===== src/rtl/cb_pkg.sv =====
// Core bus definitions
// Split address/data channel types, size and response codes, data memory geometry
package cb_pkg;

  typedef logic [31:0] cb_addr_t;
  typedef logic [31:0] cb_data_t;
  typedef logic [3:0]  cb_strb_t;

  typedef enum logic [1:0] {
    CB_BYTE      = 2'b00,
    CB_HALF_WORD = 2'b01,
    CB_WORD      = 2'b10
  } cb_size_t;

  typedef enum logic [1:0] {
    CB_OKAY   = 2'b00,
    CB_SLVERR = 2'b10
  } cb_resp_t;

  // Master to slave
  typedef struct packed {
    cb_addr_t wr_addr;
    cb_size_t wr_size;
    logic     wr_addr_valid;
    cb_data_t wr_data;
    cb_strb_t wr_strobe;
    logic     wr_data_valid;
    logic     wr_resp_ready;
    cb_addr_t rd_addr;
    cb_size_t rd_size;
    logic     rd_addr_valid;
    logic     rd_ready;
  } s_cb_mosi_t;

  // Slave to master
  typedef struct packed {
    logic     wr_addr_ready;
    logic     wr_data_ready;
    cb_resp_t wr_resp_error;
    logic     rd_addr_ready;
    cb_data_t rd_data;
    cb_resp_t rd_resp;
    logic     rd_valid;
  } s_cb_miso_t;

  // On-chip data memory
  localparam int MEM_WORDS   = 256;
  localparam int MEM_AW      = 8;
  localparam int WAIT_CYCLES = 2;

endpackage


===== src/rtl/lsu_pkg.sv =====
// Load/store unit definitions
// Decoded memory operation, access widths and trap information
package lsu_pkg;

  typedef enum logic [1:0] {
    NO_LSU    = 2'b00,
    LSU_LOAD  = 2'b01,
    LSU_STORE = 2'b10
  } lsu_op_typ_t;

  // Access widths, U variants zero-extend on load
  typedef enum logic [2:0] {
    RV_LSU_B  = 3'b000,
    RV_LSU_H  = 3'b001,
    RV_LSU_W  = 3'b010,
    RV_LSU_BU = 3'b100,
    RV_LSU_HU = 3'b101
  } lsu_w_t;

  typedef struct packed {
    lsu_op_typ_t op_typ;
    lsu_w_t      width;
    logic [31:0] addr;
    logic [31:0] wdata;
    logic [4:0]  rd;
  } s_lsu_op_t;

  typedef logic [31:0] rdata_t;

  typedef struct packed {
    logic        active;
    logic [3:0]  cause;
    logic [31:0] mtval;
  } s_trap_info_t;

  // mcause codes for bus access faults
  localparam logic [3:0] LOAD_ACCESS_FAULT  = 4'd5;
  localparam logic [3:0] STORE_ACCESS_FAULT = 4'd7;

endpackage


===== src/rtl/load_align.sv =====
// Load data aligner
// Picks the addressed byte or halfword of the bus word and extends it
`timescale 1ns/1ps
module load_align
  import cb_pkg::*;
  import lsu_pkg::*;
(
  input  s_lsu_op_t wb_lsu_i,
  input  rdata_t    lsu_data_i,
  output rdata_t    wb_data_o
);

  cb_size_t    sz;
  logic        zext;
  logic [7:0]  byte_v;
  logic [15:0] half_v;

  always_comb begin
    byte_v = lsu_data_i[{wb_lsu_i.addr[1:0], 3'b000} +: 8];
    half_v = wb_lsu_i.addr[1] ? lsu_data_i[31:16] : lsu_data_i[15:0];

    case (wb_lsu_i.width)
      RV_LSU_B:  begin sz = CB_BYTE;      zext = 1'b0; end
      RV_LSU_BU: begin sz = CB_BYTE;      zext = 1'b1; end
      RV_LSU_H:  begin sz = CB_HALF_WORD; zext = 1'b0; end
      RV_LSU_HU: begin sz = CB_HALF_WORD; zext = 1'b1; end
      default:   begin sz = CB_WORD;      zext = 1'b0; end
    endcase

    wb_data_o = '0;
    // Stores write nothing back
    if (wb_lsu_i.op_typ == LSU_LOAD) begin
      case (sz)
        CB_BYTE:      wb_data_o = {{24{byte_v[7] & ~zext}}, byte_v};
        CB_HALF_WORD: wb_data_o = {{16{half_v[15] & ~zext}}, half_v};
        default:      wb_data_o = lsu_data_i;
      endcase
    end
  end

endmodule


===== config.mk =====
export PLATFORM = sky130hd
export DESIGN_NAME = load_align
export DESIGN_NICKNAME = d
export VERILOG_FILES = /design/src/rtl/cb_pkg.sv /design/src/rtl/lsu_pkg.sv /design/src/rtl/load_align.sv
export SDC_FILE = /design/constraint.sdc
export NUM_CORES = 1
export LEC_CHECK = 0
export ABC_AREA = 1
export BUFFER_PORTS_ARGS = -buffer_cell sky130_fd_sc_hd__buf_2
export CAP_MARGIN = 25
export CORE_AREA = 2 2 61 63
export DETAILED_ROUTE_END_ITERATION = 8
export DIE_AREA = 0 0 63 65
export PLACE_DENSITY = 0.72
export SYNTH_ARGS = -nofsm -noshare
export SYNTH_HDL_FRONTEND = slang
export SYNTH_SLANG_ARGS = --single-unit

===== constraint.sdc =====
create_clock -name vclk -period 2.5
set_input_delay 0.375 -clock vclk [all_inputs]
set_output_delay 0.375 -clock vclk [all_outputs]
set_load 0.03 [all_outputs]

Yosys cells after proc, flatten, opt, wreduce, memory -nomap -nowiden. Index checks and enable logic that the tools add are counted.

Input port bits: 106. Output and inout bits: 32. Register bits: 0. Word-level logic and storage cells: 19.

Muxes and demuxes: 5. Eq/ne operators: 5. Reduce and logical (&&, ||, !) cells: 5. Shift-type cells: 1. Bitwise operators: 3.

Operators with widths (number): case mux 32 bit (2 select lines) (1); 2-to-1 mux 32 bit (1); indexed part select 32 x 6 -> 8 bit (1); 2-to-1 mux 16 bit (1); == test 3 bit (second input constant) (2); OR reduction 2 bit (3); == test 2 x 1 -> 1 bit (second input constant) (2); case mux 2 bit (2 select lines) (1); == test 3 x 1 -> 1 bit (second input constant) (1); zero test 3 bit (1); AND 1 bit (2); zero test 2 bit (1); 2-to-1 mux 1 bit (1); NOT 1 bit (1).

Depth between registers and ports, before layout.
Word-level depth: 7. Mapped depth: 9. Depth with buffers taken out: 7.

Least setup slack after synthesis. OpenSTA, ideal clock, no wires.

Path type: input to output. From: input wb_lsu_i[70] (netlist name). To: output wb_data_o[1]. Stages on the path: 5. Arrival: 1603 ps. Path buffers: 2. Slack: 522 ps. Cell sequence: buf_4 inv_2 buf_2 o21ai_0 nor3_1.

Cells in the longest elaborated chain, start to end: 6.

RTL lines: start: declaration (line load_align.sv:8) `input s_lsu_op_t wb_lsu_i,`; == test 3 bit (tied with other cells) (line load_align.sv:22) `case (wb_lsu_i.width)`; OR reduction 2 bit (no line); case mux 2 bit (2 select lines) * (line load_align.sv:22); == test 2 x 1 -> 1 bit or zero test 2 bit (tied branches) (line load_align.sv:33) `case (sz)`; case mux 32 bit (2 select lines) * (line load_align.sv:33); 2-to-1 mux 32 bit * (line load_align.sv:32) `if (wb_lsu_i.op_typ == LSU_LOAD) begin`; end: declaration (line load_align.sv:10) `output rdata_t wb_data_o`.

Every way passes the cells marked *; elsewhere a longest branch is shown, timed or not.

Worst setup path after layout.
From: input wb_lsu_i[38] (netlist name). To: output wb_data_o[29].

Cells in the longest elaborated chain, start to end: 4.

RTL lines (line): indexed part select 32 x 6 -> 8 bit or 2-to-1 mux 16 bit (tied branches) (load_align.sv:19, load_align.sv:20); AND 1 bit (on tied branches) (load_align.sv:34, load_align.sv:35); case mux 32 bit (2 select lines) * (load_align.sv:33); 2-to-1 mux 32 bit * (load_align.sv:32).

Marks and branches as above.

==> impl_metrics.ini <==
[run_status]
status = finished, final reports clean

[floorplan]
num_rows = 22
io_pins = 138
die_area_um2 = 4100
die_h_um = 65
die_w_um = 63
start_util_pct = 23.4
core_um2 = 3500

[timing]
final.period_utilization_pct = 84.9
slew_headroom_pct = 74.3
setup_ws_ps = 379
setup_viol = 0
fmaxAchievable_ghz = 0.471
finalCriticalPeriod_ps = 2120
finalHoldViolCount = 0
finalSetupTns_ps = 0
rsz0062_at_grt = no
final_max_slew_viol_count = 0
worstMarginPinSlew_ps = 385

[critical_path]
worstPathArrival_ps = 1750
start_kind = input pin
worstPathRequired_ps = 2120
end_kind = primary output
critPathMaxFanout = 16
path_class = in2out

[detailed_routing]
vias_per_cell = 4.59
vias = 1321
drtIter0Drc = 61
drt-total-wl_um = 3160
drtAntennaViolNets = 0
wl_per_cell_um = 11.0
dr.pass1.iters = 4
drc = 0

[finish]
finalNetCount = 348
layoutNonFillerInstCount = 288
fill_cells = 422
diodes = 0
fin_util_pct = 34.3
n_clock_buffer = 0
layout-drive-gt1-share_pct = 34.6
syn2layout_area_growth_pct = 46.6
seq_area_um2 = 0
nFlopsAndLatches = 0

[placement]
dpl.cell_count = 288
dpl_worst_slack_ps = 349
dpl.hpwl_um = 2530
routabilityCongestion = 0.839
portBuffers = 71

[yosys]
netlist_top_cells_count = 45 x nand2_1, 33 x nor2_1, 33 x o21ai_0, 15 x a21oi_1, 11 x inv_1
syn_area_um2 = 817
netlist.area_leader.share_pct = 20.7
avgSynthCellArea_um2 = 4.64
synth_nets = 282
synth_cell_types = 17
yosys-top-cells-area = nand2_1 21%, o21ai_0 20%, nor2_1 15%
synthCells = 176
yosys.area.top_type = nand2_1
yosysMostFrequentCell = nand2_1
yosysWarnings = 0
ys_seq_area_share_pct = 0

[clocking]
cts_hold_buf = 0
cts-resized-gates = 0
post-cts-setup-buffer-count = 0

[grt]
grt_start_max_net_pins = 21
grt_first_pass_wirelength_um = 5180
grt_overflow = 0
antenna_found_initial = 0
grt.total_usage_pct = 14.9
grt_pass1_vias = 1186

[min_path]
hold_class = in2out

[power]
p_leak_nw = 0.696
powerDensity_nw_per_um2 = 195
ir_drop_mv = 0.0472

[run]
cap_viol_max_count = 0
critical path, cell delays in order:
cell and delay, ps:
buf_2 250, inv_2 170, nand2_1 90, nand2_1 70, nand3_1 70, nand2_1 80, nor2_4 350, nor2_1 90
buf_2 190
cells in the final DEF (no fill, tap or decap):
master,instances
nand3_1,9
a21oi_1,15
nor2_4,2
nand3b_4,1
buf_2,71
nor2_1,33
nor3_1,10
inv_1,11
nand2_2,1
nand3_4,1
nand2_1,45
inv_2,3
o21ai_1,1
o21ai_0,33
buf_4,4
cell families after synthesis:
group | after synthesis | share of synthesized area [%]
and+or+nand+nor | 102 | 55.6
AOI/OAI and AO/OA | 49 | 30.0
buffers and inverters | 25 | 14.4
routing by layer:
metal	track usage, %	share of wire, %
met3	1.74	7.5
met4	1.39	0.48
met1	19.9	47
met2	26.6	45
met5	0	0
power breakdown:
part / switching (mW) / total [mW] / internal, mW
clock: 0 / 0 / 0
combinational: 0.156 / 0.233 / 0.0770
sequential: 0 / 0 / 0
total: 0.156 / 0.233 / 0.0770
stage by stage:
| step | area (um^2) | hold slack (ps) | power, mW |
|---|---|---|---|
| final | 1200 | 1170 | 0.233 |
| after CTS | 1200 | 1180 | 0.234 |
| after global routing | 1200 | 1220 | 0.258 |
| after detailed placement | 1200 | 1170 | 0.234 |
| after floorplan | 817 | 1000 | 0.157 |
| after global placement | 1200 | 1170 | 0.231 |
layout make-up:
class | instances | area [um^2] | share of cell area, %
repair buffers | 75 | 385 | 32.2
inverters | 14 | 52.6 | 4.39
multi-input cells | 151 | 699 | 58.4
well taps | 48 | 60.1 | 5.02
path summary, 6_finish.rpt:
| check | cells after the start | to | slack (ps) | start |
|---|---|---|---|---|
| max | 9 | wb_data_o[29] | 380 | wb_lsu_i[38] |
| min | 4 | wb_data_o[17] | 1170 | lsu_data_i[17] |
No activity file was read; power rests on OpenSTA's default activity.
