### src/rtl/cb_pkg.sv
// Core bus definitions
// Split address/data channel types, size and response codes, data memory geometry
package cb_pkg;

  typedef logic [31:0] cb_addr_t;
  typedef logic [31:0] cb_data_t;
  typedef logic [3:0]  cb_strb_t;

  typedef enum logic [1:0] {
    CB_BYTE      = 2'b00,
    CB_HALF_WORD = 2'b01,
    CB_WORD      = 2'b10
  } cb_size_t;

  typedef enum logic [1:0] {
    CB_OKAY   = 2'b00,
    CB_SLVERR = 2'b10
  } cb_resp_t;

  // Master to slave
  typedef struct packed {
    cb_addr_t wr_addr;
    cb_size_t wr_size;
    logic     wr_addr_valid;
    cb_data_t wr_data;
    cb_strb_t wr_strobe;
    logic     wr_data_valid;
    logic     wr_resp_ready;
    cb_addr_t rd_addr;
    cb_size_t rd_size;
    logic     rd_addr_valid;
    logic     rd_ready;
  } s_cb_mosi_t;

  // Slave to master
  typedef struct packed {
    logic     wr_addr_ready;
    logic     wr_data_ready;
    cb_resp_t wr_resp_error;
    logic     rd_addr_ready;
    cb_data_t rd_data;
    cb_resp_t rd_resp;
    logic     rd_valid;
  } s_cb_miso_t;

  // On-chip data memory
  localparam int MEM_WORDS   = 256;
  localparam int MEM_AW      = 8;
  localparam int WAIT_CYCLES = 2;

endpackage

### src/rtl/cb_slave_fsm.sv
// Core bus slave controller
// Accepts one address, waits a fixed number of cycles, then runs one data cycle
`timescale 1ns/1ps
module cb_slave_fsm
  import cb_pkg::*;
(
  input              clk,
  input              rst_i,
  input  s_cb_mosi_t cb_mosi_i,
  output s_cb_miso_t cb_miso_o,
  // Wait-state timer
  output logic       tmr_start_o,
  input  logic       tmr_done_i,
  // Memory side
  output logic       mem_we_o,
  output cb_addr_t   mem_addr_o,
  output cb_size_t   mem_size_o,
  output cb_data_t   mem_wdata_o,
  output cb_strb_t   mem_strb_o,
  input  cb_data_t   mem_rdata_i,
  input  logic       mem_err_i
);

  typedef enum logic [1:0] {
    ST_IDLE,
    ST_WAIT,
    ST_DATA
  } state_t;

  state_t   state_ff;
  state_t   next_state;
  cb_addr_t addr_ff;
  cb_size_t size_ff;
  logic     wr_ff;
  logic     accept;
  logic     accept_wr;

  always_comb begin
    // Writes win when both channels present an address
    accept_wr   = cb_mosi_i.wr_addr_valid;
    accept      = (state_ff == ST_IDLE) &&
                  (cb_mosi_i.wr_addr_valid || cb_mosi_i.rd_addr_valid);
    tmr_start_o = accept;

    cb_miso_o               = s_cb_miso_t'('0);
    cb_miso_o.wr_addr_ready = (state_ff == ST_IDLE);
    cb_miso_o.rd_addr_ready = (state_ff == ST_IDLE);

    mem_addr_o  = addr_ff;
    mem_size_o  = size_ff;
    mem_wdata_o = cb_mosi_i.wr_data;
    mem_strb_o  = cb_mosi_i.wr_strobe;
    mem_we_o    = 1'b0;

    next_state = state_ff;
    case (state_ff)
      ST_IDLE: if (accept) next_state = ST_WAIT;
      ST_WAIT: if (tmr_done_i) next_state = ST_DATA;
      ST_DATA: begin
        if (wr_ff) begin
          cb_miso_o.wr_data_ready = 1'b1;
          cb_miso_o.wr_resp_error = mem_err_i ? CB_SLVERR : CB_OKAY;
          mem_we_o                = cb_mosi_i.wr_data_valid && !mem_err_i;
        end else begin
          cb_miso_o.rd_valid = 1'b1;
          cb_miso_o.rd_data  = mem_err_i ? '0 : mem_rdata_i;
          cb_miso_o.rd_resp  = mem_err_i ? CB_SLVERR : CB_OKAY;
        end
        next_state = ST_IDLE;
      end
      default: next_state = ST_IDLE;
    endcase
  end

  always_ff @(posedge clk) begin
    if (rst_i) begin
      state_ff <= ST_IDLE;
      wr_ff    <= 1'b0;
    end else begin
      state_ff <= next_state;
      if (accept) wr_ff <= accept_wr;
    end
  end

  // Address and size of the accepted request
  always_ff @(posedge clk) begin
    if (accept) begin
      addr_ff <= accept_wr ? cb_mosi_i.wr_addr : cb_mosi_i.rd_addr;
      size_ff <= accept_wr ? cb_mosi_i.wr_size : cb_mosi_i.rd_size;
    end
  end

endmodule

### config.mk
export PLATFORM = sky130hd
export DESIGN_NAME = cb_slave_fsm
export DESIGN_NICKNAME = d
export VERILOG_FILES = /design/src/rtl/cb_pkg.sv /design/src/rtl/cb_slave_fsm.sv
export SDC_FILE = /design/constraint.sdc
export NUM_CORES = 1
export LEC_CHECK = 0
export BUFFER_PORTS_ARGS = -buffer_cell sky130_fd_sc_hd__buf_2
export CAP_MARGIN = 20
export CORE_AREA = 2 2 99 101
export CTS_CLUSTER_SIZE = 12
export DETAILED_ROUTE_END_ITERATION = 16
export DIE_AREA = 0 0 101 103
export GPL_TIMING_DRIVEN = 0
export PLACE_DENSITY = 0.64
export SETUP_SLACK_MARGIN = 0.2
export SLEW_MARGIN = 20
export SYNTH_ARGS = -nofsm -noshare
export SYNTH_HDL_FRONTEND = slang
export SYNTH_SLANG_ARGS = --single-unit
### constraint.sdc
create_clock -name clk -period 2.6 [get_ports clk]
set_clock_uncertainty 0.2 [all_clocks]
set_input_delay 0.13 -clock clk [delete_from_list [all_inputs] [get_ports clk]]
set_output_delay 0.13 -clock clk [all_outputs]
set_load 0.02 [all_outputs]
== After elaboration in Yosys (flattened, before gate mapping) ==
Index checks and enable logic that the tools add are counted.
W data, S select, Z words.
Storage, ports and cells
  register bits after elaboration: 37
  bits in latches: 0
  RAM bits: 0
  ROM bits: 0
  input port bits: 145
  output and inout port bits: 112
  memories: 0
Operators by class
  $add $sub $neg: 0
  multipliers: 0
  divide/modulo/power cells: 0
  magnitude comparators: 0
  eq/ne operators: 4
  shift-type cells: 0
  mux-type cells: 13
  bitwise logic cells: 0
  reduce and logical (&&, ||, !) cells: 6
Operators by type and width (number)
  $mux W35: 2
  $mux W32: 2
  $mux W2: 4
  $mux W3: 2
  $pmux W2 S2: 1
  $eq A2 B1 Y1 const B: 1
  $eq A2 B2 Y1 const B: 1
  $logic_and A1 B1 Y1: 2
  $logic_not A2 Y1: 1
  $mux W1: 2
  $ne A2 B1 Y1 const B: 1
  $ne A2 B2 Y1 const B: 1
  $reduce_and A2 Y1: 1
  $logic_not A1 Y1: 1
  $logic_or A1 B1 Y1: 1

== Depth between registers and ports, before layout ==
  depth after elaboration: 4
  gate-level depth with buffers: 4

== Worst setup path after synthesis ==
Ideal clock, no wire load.
  path kind: register to register
  start: reg state_ff[0]
  end: reg addr_ff[0] (netlist: mem_addr_o[0]) (enable)
  setup time: 0.400 ns
  arrival time: 1.546 ns
  required time: 2.000 ns
  slack: 0.454 ns
  cell stages (with the launch flop): 4
  path buffers: 1
  clock period less this slack: 2.146 ns
  cell sequence: dfxtp_1 > buf_6 > nor2_1 > o21a_1
Between the ends
  word-level cells in the longest chain between the ends: 2
Ends and longest elaborated chain
  start: declaration: RTL line cb_slave_fsm.sv:30  | state_t state_ff;
  start signal: assignment: RTL line cb_slave_fsm.sv:80  | state_ff <= next_state;
  $logic_not A2 Y1: RTL line cb_slave_fsm.sv:41  | accept = (state_ff == ST_IDLE) &&
  $logic_and A1 B1 Y1: RTL line cb_slave_fsm.sv:41
  named net tmr_start_o: RTL line cb_slave_fsm.sv:12  | output logic tmr_start_o,
  end signal: assignment: RTL line cb_slave_fsm.sv:88  | addr_ff <= accept_wr ? cb_mosi_i.wr_addr : cb_mosi_i.rd_addr;
  end: declaration: RTL line cb_slave_fsm.sv:32  | cb_addr_t addr_ff;
The timed path passes the listed nets, and every way through them passes these cells.
A chain may end at the register's enable or synchronous reset.

== Final worst setup path ==
  start: reg state_ff[0]
  end: out tmr_start_o
Between the ends
  word-level cells in the longest chain between the ends: 2
Ends and longest elaborated chain (RTL line)
  $logic_not A2 Y1: cb_slave_fsm.sv:41
  $logic_and A1 B1 Y1: cb_slave_fsm.sv:41
  end: declaration: cb_slave_fsm.sv:12
Every way passes these cells.

==> metrics.cfg <==
[clock_network]
post_cts_buffers = 0
cts_buffer_depth = 2
cts.sinks = 37
numCtsBuffers = 5
cts_max_level = 2
cts_root_buf = clkbuf_8
postCtsHoldBufs = 71
postCtsResizedCells = 0
cts_tree = yes
worstSkewPairLatency_ps = 270
clk_pin_slew_worst_paths_ps = 70

[die]
initial_core_util_pct = 22.9
die_w_um = 101
core-area_mm2 = 0.00946
num_rows = 36
fp.dieH_um = 103
dieArea_mm2 = 0.0104
io_pins = 257

[pwr]
vdd_ir_drop_max_uv = 265
power_w = 0.00169
powerDensity_mw_per_mm2 = 402
leakage_nw = 2.13

[grt]
use_met3_pct = 3.46
grt_pass1_wl_um = 10200
grt.met2_usage_pct = 26.2
antenna_found_initial = 0
grt_util_all_layers_pct = 12.7
grt_start_max_net_pins = 27
top_usage_layer = met2
use_met1_pct = 11.8
grt_pass1_vias = 2260
grt_overflow = 0

[yosys]
ys_seq_area_share_pct = 49.9
synthTopCellsByCount = buf_4, edfxtp_1, mux2_2, and2_2, and2_1
synth.largest_area_cell = edfxtp_1
yosys_warnings = 0
synthArstFlopShare_pct = 0
ys_top_cells_by_area = edfxtp_1, mux2_2, buf_4, and2_2, and2_1
yosysTopAreaCellShare_pct = 47.1
synthFlopType = edfxtp_1
syn_area_mm2 = 0.00217
syn_area_per_cell_um2 = 12.7
synth_most_common_cell = buf_4
yosys_register_bits = 37
synth_edf_count = 34
yosysUniqueCellTypes = 21
syn_inst = 171

[setup_path]
crit_fanout = 26
crit_path_start_kind = flip-flop
critPathKind = flip-flop to primary output
endpoint_kind = primary output
crit_arrival_ps = 1740
timing.rr.start = state_ff[0]
crit_required_ps = 2270
critPathLaunch = state_ff[0]

[min_path]
hold_start = cb_mosi_i[1]
min_path_type = primary input to flip-flop

[finish]
nNetsFinal = 611
drive_gt1_share_pct = 69.8
diodes = 0
syn2layout_area_growth_pct = 94.3

[detailed_routing]
drtPass1Iterations = 4
ant_nets = 0
num_vias = 2369
drt_iter0_drc = 54
drt_wl_total_um = 7340
wl_per_cell_um = 12.6
post_drt_via_cell_ratio = 4.08
route.detailed.drc = 0

[place]
numPortBuffers = 215
routabilityCongestion = 0.680
hpwl_um = 5350
dp_slack_ps = 730

[sta]
rsz0062_at_grt = false
tns_ps = 0
timing.fmax_ghz = 0.483
setup_viol = 0
layout_setup_ws_ps = 529
period_minus_slack_ps = 2070
final_max_slew_viol_count = 0
hold_viol = 0
post-route-period-util_pct = 79.7

[run]
maxCapViolations = 0

[status]
status = finished, final reports clean

==> state kept, by name, summed over array words and instances, names as in the netlist <==
signal      flops
mem_addr_o     32
wr_ff           1
state_ff        2
mem_size_o      2
==> worst max-delay path, cell delays in order (launching register included) <==
cell and delay, ps:
dfxtp_1 310, buf_6 130, nor2_1 200, o21a_2 400, buf_16 220, buf_2 190
==> report_power, final <==
group          total (W)  internal, W  switching (W)  leakage [nW]
Sequential      0.000739     0.000723      0.0000167         0.356
Clock           0.000387     0.000188       0.000199        0.0422
Combinational   0.000566     0.000304       0.000263          1.73
Total            0.00169      0.00121       0.000478          2.13
==> metal layers <==
metal  part of all wire, %  wire [um]
met1                    33       2450
met2                    55       4010
met3                    10        766
met4                   1.6        116
met5                     0          0
==> final cells by class <==
class / instances / area, um^2
multi-input cells: 87 / 744
clock buffers: 7 / 76.3
flip-flops and latches: 37 / 1080
well taps: 114 / 143
repair buffers: 287 / 1810
plain buffers: 48 / 347
clock inverters: 1 / 5.00
fillers: 884 / 5250
==> cells by family after synthesis <==
logic type | synth area share (%)
muxes | 17.7
DFF | 49.9
and+or+nand+nor | 15.7
AOI/OAI and AO/OA | 0.577
other | 0.173
buffers and inverters | 16.0
==> worst paths after layout <==
path | endpoint | slack, ps | cells after the start
max | tmr_start_o | 530 | 5
min | wr_ff | 70 | 3
max reg2reg | mem_addr_o[3] | 840 | 4
min reg2reg | wr_ff | 340 | 2
==> cell usage in the layout (no fill, tap or decap), drive strengths merged <==
master	synthesis	layout
nor2	5	5
edfxtp	34	34
conb	1	2
and2	32	32
or4b	1	1
clkbuf	3	10
nor3	2	2
or2b	1	1
nor3b	1	1
mux2	34	34
nand2	2	2
nand2b	2	2
dlygate4sd3	0	71
dfxtp	3	3
o21ai	1	1
nor4b	3	3
buf	45	261
o21a	1	1
clkinv	0	1
==> stage by stage <==
stage | utilization [%] | area, um^2 | cells | hold slack [ps]
detailed placement | 36.1 | 3420 | 502 | 138
floorplan | - | 2170 | 172 | 6.71
global route | 44.5 | 4210 | 581 | 100
finish | 44.5 | 4210 | 581 | 73.9
global placement | 35.8 | 3390 | 501 | 131
CTS | 44.5 | 4210 | 581 | 74.4
Note: power is estimated with default switching activity, not from simulation.
