### config.mk
export PLATFORM = sky130hd
export DESIGN_NAME = lsu
export DESIGN_NICKNAME = d
export VERILOG_FILES = /design/src/rtl/cb_pkg.sv /design/src/rtl/lsu_pkg.sv /design/src/rtl/lsu.sv
export SDC_FILE = /design/constraint.sdc
export NUM_CORES = 1
export LEC_CHECK = 0
export ABC_AREA = 1
export ABC_CLOCK_PERIOD_IN_PS = 1500
export BUFFER_PORTS_ARGS = -buffer_cell sky130_fd_sc_hd__buf_2
export CAP_MARGIN = 25
export CORE_AREA = 4 4 141 143
export DETAILED_ROUTE_END_ITERATION = 7
export DIE_AREA = 0 0 145 147
export PLACE_DENSITY_LB_ADDON = 0.12
export SETUP_SLACK_MARGIN = 0.05
export SLEW_MARGIN = 20
export SYNTH_ARGS = -nofsm -noshare
export SYNTH_HDL_FRONTEND = slang
export SYNTH_SLANG_ARGS = --single-unit
### constraint.sdc
create_clock -name clk -period 1.5 [get_ports clk]
set_clock_uncertainty 0.15 [all_clocks]
set_input_delay 0 -clock clk [delete_from_list [all_inputs] [get_ports clk]]
set_output_delay 0 -clock clk [all_outputs]
set_load 0.01 [all_outputs]
### src/rtl/cb_pkg.sv
// Core bus definitions
// Split address/data channel types, size and response codes, data memory geometry
package cb_pkg;

  typedef logic [31:0] cb_addr_t;
  typedef logic [31:0] cb_data_t;
  typedef logic [3:0]  cb_strb_t;

  typedef enum logic [1:0] {
    CB_BYTE      = 2'b00,
    CB_HALF_WORD = 2'b01,
    CB_WORD      = 2'b10
  } cb_size_t;

  typedef enum logic [1:0] {
    CB_OKAY   = 2'b00,
    CB_SLVERR = 2'b10
  } cb_resp_t;

  // Master to slave
  typedef struct packed {
    cb_addr_t wr_addr;
    cb_size_t wr_size;
    logic     wr_addr_valid;
    cb_data_t wr_data;
    cb_strb_t wr_strobe;
    logic     wr_data_valid;
    logic     wr_resp_ready;
    cb_addr_t rd_addr;
    cb_size_t rd_size;
    logic     rd_addr_valid;
    logic     rd_ready;
  } s_cb_mosi_t;

  // Slave to master
  typedef struct packed {
    logic     wr_addr_ready;
    logic     wr_data_ready;
    cb_resp_t wr_resp_error;
    logic     rd_addr_ready;
    cb_data_t rd_data;
    cb_resp_t rd_resp;
    logic     rd_valid;
  } s_cb_miso_t;

  // On-chip data memory
  localparam int MEM_WORDS   = 256;
  localparam int MEM_AW      = 8;
  localparam int WAIT_CYCLES = 2;

endpackage

### src/rtl/lsu_pkg.sv
// Load/store unit definitions
// Decoded memory operation, access widths and trap information
package lsu_pkg;

  typedef enum logic [1:0] {
    NO_LSU    = 2'b00,
    LSU_LOAD  = 2'b01,
    LSU_STORE = 2'b10
  } lsu_op_typ_t;

  // Access widths, U variants zero-extend on load
  typedef enum logic [2:0] {
    RV_LSU_B  = 3'b000,
    RV_LSU_H  = 3'b001,
    RV_LSU_W  = 3'b010,
    RV_LSU_BU = 3'b100,
    RV_LSU_HU = 3'b101
  } lsu_w_t;

  typedef struct packed {
    lsu_op_typ_t op_typ;
    lsu_w_t      width;
    logic [31:0] addr;
    logic [31:0] wdata;
    logic [4:0]  rd;
  } s_lsu_op_t;

  typedef logic [31:0] rdata_t;

  typedef struct packed {
    logic        active;
    logic [3:0]  cause;
    logic [31:0] mtval;
  } s_trap_info_t;

  // mcause codes for bus access faults
  localparam logic [3:0] LOAD_ACCESS_FAULT  = 4'd5;
  localparam logic [3:0] STORE_ACCESS_FAULT = 4'd7;

endpackage

### src/rtl/lsu.sv
// Load/store unit
// Issues one load or store at a time on the core bus and stalls execute while busy
`timescale 1ns/1ps
module lsu
  import cb_pkg::*;
  import lsu_pkg::*;
(
  input                clk,
  input                rst_i,
  // Execute stage
  input  s_lsu_op_t    lsu_i,
  output logic         lsu_bp_o,
  // Write-back
  output logic         wb_valid_o,
  output s_lsu_op_t    wb_lsu_o,
  output rdata_t       lsu_data_o,
  // Core data bus
  output s_cb_mosi_t   data_cb_mosi_o,
  input  s_cb_miso_t   data_cb_miso_i,
  // Access fault
  output logic         txn_error_o,
  output s_trap_info_t trap_info_o
);

  s_lsu_op_t lsu_ff;
  s_lsu_op_t next_lsu;
  logic      req_ff;
  logic      next_req;
  logic      new_txn;
  logic      rd_txn;
  logic      wr_txn_dp;
  logic      data_done;
  logic      bp_addr;
  logic      bp_data;
  logic      addr_ready;

  function automatic cb_size_t size_txn(lsu_w_t width);
    cb_size_t sz;
    case (width)
      RV_LSU_B, RV_LSU_BU: sz = CB_BYTE;
      RV_LSU_H, RV_LSU_HU: sz = CB_HALF_WORD;
      default:             sz = CB_WORD;
    endcase
    return sz;
  endfunction

  function automatic cb_strb_t mask_strb(lsu_w_t width);
    cb_strb_t mask;
    case (width)
      RV_LSU_B, RV_LSU_BU: mask = 4'b0001;
      RV_LSU_H, RV_LSU_HU: mask = 4'b0011;
      default:             mask = 4'b1111;
    endcase
    return mask;
  endfunction

  always_comb begin
    new_txn    = (lsu_i.op_typ != NO_LSU);
    rd_txn     = (lsu_i.op_typ == LSU_LOAD);
    wr_txn_dp  = (lsu_ff.op_typ == LSU_STORE);
    addr_ready = rd_txn ? data_cb_miso_i.rd_addr_ready : data_cb_miso_i.wr_addr_ready;

    // Data phase finishes on the slave's single data cycle
    data_done = req_ff && (wr_txn_dp ? data_cb_miso_i.wr_data_ready :
                                       data_cb_miso_i.rd_valid);
    bp_data   = req_ff && !data_done;
    bp_addr   = new_txn && !addr_ready;
    lsu_bp_o  = bp_addr || bp_data;

    data_cb_mosi_o               = s_cb_mosi_t'('0);
    data_cb_mosi_o.rd_ready      = 1'b1;
    data_cb_mosi_o.wr_resp_ready = 1'b1;

    // Address phase, overlaps the data phase of the previous operation
    if (new_txn && !bp_data) begin
      if (rd_txn) begin
        data_cb_mosi_o.rd_addr       = lsu_i.addr;
        data_cb_mosi_o.rd_size       = size_txn(lsu_i.width);
        data_cb_mosi_o.rd_addr_valid = 1'b1;
      end else begin
        data_cb_mosi_o.wr_addr       = lsu_i.addr;
        data_cb_mosi_o.wr_size       = size_txn(lsu_i.width);
        data_cb_mosi_o.wr_addr_valid = 1'b1;
      end
    end

    // Store data goes out on the lane picked by the low address bits
    if (req_ff && wr_txn_dp) begin
      data_cb_mosi_o.wr_data       = lsu_ff.wdata << {lsu_ff.addr[1:0], 3'b000};
      data_cb_mosi_o.wr_strobe     = mask_strb(lsu_ff.width) << lsu_ff.addr[1:0];
      data_cb_mosi_o.wr_data_valid = 1'b1;
    end

    next_req = req_ff;
    next_lsu = lsu_ff;
    if (!lsu_bp_o) begin
      next_req = new_txn;
      next_lsu = lsu_i;
    end else if (data_done) begin
      // Finished but the next address is still waiting
      next_req = 1'b0;
    end

    wb_valid_o  = data_done;
    wb_lsu_o    = lsu_ff;
    lsu_data_o  = data_cb_miso_i.rd_data;
    txn_error_o = data_done && (wr_txn_dp ? (data_cb_miso_i.wr_resp_error != CB_OKAY) :
                                            (data_cb_miso_i.rd_resp != CB_OKAY));

    trap_info_o = s_trap_info_t'('0);
    if (txn_error_o) begin
      trap_info_o.active = 1'b1;
      trap_info_o.cause  = wr_txn_dp ? STORE_ACCESS_FAULT : LOAD_ACCESS_FAULT;
      trap_info_o.mtval  = lsu_ff.addr;
    end
  end

  always_ff @(posedge clk) begin
    if (rst_i) begin
      lsu_ff <= s_lsu_op_t'('0);
      req_ff <= 1'b0;
    end else begin
      lsu_ff <= next_lsu;
      req_ff <= next_req;
    end
  end

endmodule

== Word-level counts from Yosys, hierarchy flattened ==
Cells that the tools add are included.

* Register bits: 75
* Latch bits: 0
* RAM bits: 0
* Memory bits (read-only): 0
* Bits of input ports: 116
* Output and inout bits: 255
* Memories: 0

* Add/subtract/negate cells: 0
* Multipliers: 0
* Div/mod/pow operators: 0
* Order comparisons: 0
* Equality and inequality tests: 9
* Shifts and indexed selects: 2
* Multiplexer cells: 15
* Bitwise operators: 0
* Reductions and logical operators: 19

{| class="wikitable"
|+ Operators by type and width
! operator !! number
|-
| 35-bit 2-to-1 mux || 4
|-
| 37-bit 2-to-1 mux || 2
|-
| 32-bit by 5-bit << shifter with 32-bit output || 1
|-
| 3-bit equality test, second input constant || 4
|-
| 4-bit case mux with 2 select lines || 1
|-
| 2-bit OR reduction || 4
|-
| 3-bit by 1-bit equality test with 1-bit output, second input constant || 2
|-
| 1-bit logical AND || 6
|-
| 3-bit logical NOT || 2
|-
| 2-bit nonzero test || 3
|-
| 1-bit 2-to-1 mux || 5
|-
| 4-bit 2-to-1 mux || 1
|-
| 2-bit case mux with 2 select lines || 1
|-
| 4-bit by 2-bit << shifter with 4-bit output || 1
|-
| 1-bit logical NOT || 3
|-
| 2-bit by 1-bit equality test with 1-bit output, second input constant || 1
|-
| 2-bit equality test, second input constant || 1
|-
| 2-bit 2-to-1 mux || 1
|-
| 2-bit by 1-bit inequality test with 1-bit output, second input constant || 1
|-
| 1-bit logical OR || 1
|}

== Logic depth before layout (Yosys ltp) ==
* Depth after elaboration: 8
* Depth in mapped cells: 9

== Worst setup path after synthesis ==
No wires, ideal clock.

* Path kind: register -> output
* From: reg lsu_ff (netlist bit wb_lsu_o[72])
* To: out trap_info_o[32] (netlist name)
* Arrival: 1440 ps
* Data required time: 1350 ps
* Slack: -90 ps
* Stages on the path, launching flop included: 9
* Cell sequence: dfxtp_1 > inv_1 > nand2_2 > inv_1 > nand2_1 > nand2_1 > clkbuf_1 > nor2_1 > buf_4

{| class="wikitable"
|+ RTL lines
! element !! line !! text
|-
| start: declaration || lsu.sv:25 || <nowiki>s_lsu_op_t lsu_ff;</nowiki>
|-
| start signal: assignment || lsu.sv:120 || <nowiki>lsu_ff <= s_lsu_op_t'('0);</nowiki>
|-
| start signal: assignment || lsu.sv:123 || <nowiki>lsu_ff <= next_lsu;</nowiki>
|-
| end: declaration || lsu.sv:22 || <nowiki>output s_trap_info_t trap_info_o</nowiki>
|}

==> key figures <==
Status
  • Outcome: finished with violations
  • Failing checks: setup timing

STA
  • Final Max Tran Viols: 0
  • Setup Viol. Count Final: 213
  • RSZ-0062 raised after global routing: yes
  • PnR worst setup slack: -0.300 ns
  • Post-layout min period: 1.80 ns
  • Period utilisation layout: 120%
  • Max Freq: 556 MHz
  • Final hold vios: 0

Power and ir drop
  • Worst VDD drop: 0.000543 V
  • Leak: 5.09 nW
  • PD cells: 791 nW/µm²

Synth
  • Yosys warnings: 0
  • Seq/Total Area, Yosys: 30.6%
  • Yosys cell types: 24
  • Synth Register Bits: 75
  • Mapped cell area: 4900 µm²
  • Mean Syn Cell Area: 6.21 µm²
  • Mapped Cells: 789

Global routing
  • Initial antenna violation count: 1
  • Overflow after GRT: 0
  • Pin count of the biggest net entering global routing: 52
  • Gr usage total: 20.5%
  • First-pass GRT wire length: 35.3 mm
  • Vias in the first global route: 6299

Final layout
  • Area of the multi-input gates: 3230 µm²
  • Area Overhead vs Synth: 102%
  • Filler cells: 1804
  • Diodes inserted: 0
  • Most frequent cells in the layout: 264 x buf_2, 121 x nor2_1, 106 x dlygate4sd3_1, 94 x inv_1, 88 x nand2_1
  • Final #Nets: 1309
  • Register area: 1520 µm²
  • Most common cell after layout, fill and taps aside: buf_2
  • Share of layout cells above drive strength 1: 47.2%
  • Final instance area: 9890 µm²

Run
  • # Max-Cap Violations: 0

Setup path
  • Critical path type: reg -> out
  • Critical path data arrival time: 1.65 ns
  • CP Data Required Time: 1.35 ns
  • R2R Setup Slk: -0.23 ns
  • Startpoint types: flop
  • CP max FO: 9
  • Setup crit end kind: primary output

Floorplanning
  • Initial Utilization: 26.4%
  • Die width: 145 µm
  • Die height: 147 µm
  • CORE AREA: 18600 µm²
  • Total die area: 21300 µm²
  • I/O Pins: 371
  • Row count: 50

Routing
  • Post-Route WL: 25.8 mm
  • Drt pass-1 iters: 4
  • Via density: 4.65
  • DRT iter0 DRCs: 193
  • Via Count: 6655
  • ANT nets after route: 0
  • Drt drc: 0
  • DR WL/cell: 18.0 µm

Place
  • Pre-CTS setup slack: -0.0690 ns
  • GPL Wtd Cong: 0.847
  • Buffers on Ports: 303
  • Dpl cell area: 6590 µm²
  • Post-DP HPWL: 15.4 mm

CTS
  • CTS Buf Count: 9
  • TritonCTS clock tree: done
  • Root Buffer: clkbuf_16
  • Clk sink count: 75
  • Clock H-tree levels: 3
  • Clk pin slew, worst setup/hold paths: 0.06 ns
  • Clock Latency Late Sink: 0.34 ns
  • Max clock buf depth: 2

Worst hold path
  • Worst min path class: in -> reg
==> registers in the layout, indices dropped and copies added (netlist names) <==
register	flops
req_ff	1
wb_lsu_o	74
==> stage by stage <==
| step | utilization (%) | hold WS (ns) | power (mW) | setup TNS (ns) | cells |
|---|---|---|---|---|---|
| 6_report | 53.2 | 0.0395 | 7.82 | -42.04 | 1432 |
| 5_1_grt | 53.2 | 0.0780 | 8.23 | -60.89 | 1432 |
| 4_1_cts | 45.9 | 0.108 | 7.30 | -39.21 | 1403 |
| 3_3_place_gp | 35.4 | -0.150 | 4.52 | -0.121 | 1266 |
| 3_5_place_dp | 35.4 | -0.150 | 4.52 | -0.153 | 1266 |
| 2_1_floorplan | - | -0.0809 | 3.71 | 0 | 790 |
==> critical path, cell delays in order (launching register included) <==
cell and delay (ns):
dfxtp_4 0.38, nand3_2 0.13, nand3_4 0.16, buf_12 0.12, nand2_8 0.09, buf_12 0.17, nor2_1 0.11, buf_2 0.15
==> final timing paths <==
check / cells after the start / from / to
max: 7 / wb_lsu_o[73]$_SDFFE_PP0N_ / data_cb_mosi_o[78]
min reg2reg: 2 / wb_lsu_o[2]$_SDFFE_PP0N_ / wb_lsu_o[2]$_SDFFE_PP0N_
min: 7 / data_cb_miso_i[39] / wb_lsu_o[47]$_SDFFE_PP0N_
max reg2reg: 11 / wb_lsu_o[72]$_SDFFE_PP0N_ / wb_lsu_o[50]$_SDFFE_PP0N_
==> synthesized netlist by cell type <==
cell type | n | area, µm²
o22ai_1 | 8 | 50.1
nand3_2 | 1 | 10.0
nor2_2 | 1 | 6.26
o211ai_1 | 8 | 60.1
nand2_2 | 1 | 6.26
dfxtp_1 | 75 | 1500
o21ai_0 | 2 | 10.0
nand3_1 | 78 | 390
inv_2 | 1 | 3.75
buf_4 | 45 | 338
clkbuf_1 | 21 | 78.8
buf_2 | 28 | 140
nor2_1 | 164 | 616
buf_6 | 4 | 45.0
mux2i_1 | 7 | 70.1
inv_1 | 102 | 383
conb_1 | 2 | 7.51
a221oi_1 | 1 | 8.76
nand2_1 | 105 | 394
o21a_1 | 8 | 60.1
or2_2 | 9 | 56.3
a21oi_1 | 83 | 415
nor3b_1 | 30 | 225
nor3_1 | 5 | 25.0
==> area by class of cell <==
type	count	share of cell area, %
timing repair buffer	490	42.0
multi-input combinational	514	32.7
sequential	75	15.3
inverter	103	4.06
clock buffer	11	2.46
clock inverter	5	0.532
tap	234	2.96
==> kinds of logic (layout without fill, tap and decap cells) <==
family | Yosys count | after routing | synth area share, %
simple gates | 394 | 394 | 35.3
mux | 7 | 7 | 1.43
flops | 75 | 75 | 30.6
compound gates | 110 | 110 | 12.3
buf+inv | 201 | 609 | 20.2
other cells | 2 | 3 | 0.153
==> where the power goes <==
part | leakage [nW] | internal, mW | switching (mW)
Clock | 0.145 | 1.33 | 0.886
Sequential | 0.627 | 2.21 | 0.230
Combinational | 4.32 | 1.53 | 1.64
==> layer usage <==
metal  routed length, µm  vias to the layer above  share of wire (%)  global-route usage, %
li1                    -                     3259                  -                      -
met5                  13                        -              0.050                      0
met3                1440                       32                5.6                   5.64
met2               13200                      273                 51                   36.2
met4                 518                        2                2.0                   6.98
met1               10700                     3089                 41                   24.1
==> repair_timing <==
item	4_1_cts	5_1_grt
cloned	8	18
setup endpoints to repair	208	220
gates resized for setup	73	218
hold buffers	107	0
pin swaps	2	46
buffers inserted	6	14
endpoints found under the hold margin	107	0
Power figures use the tool's default switching activity.
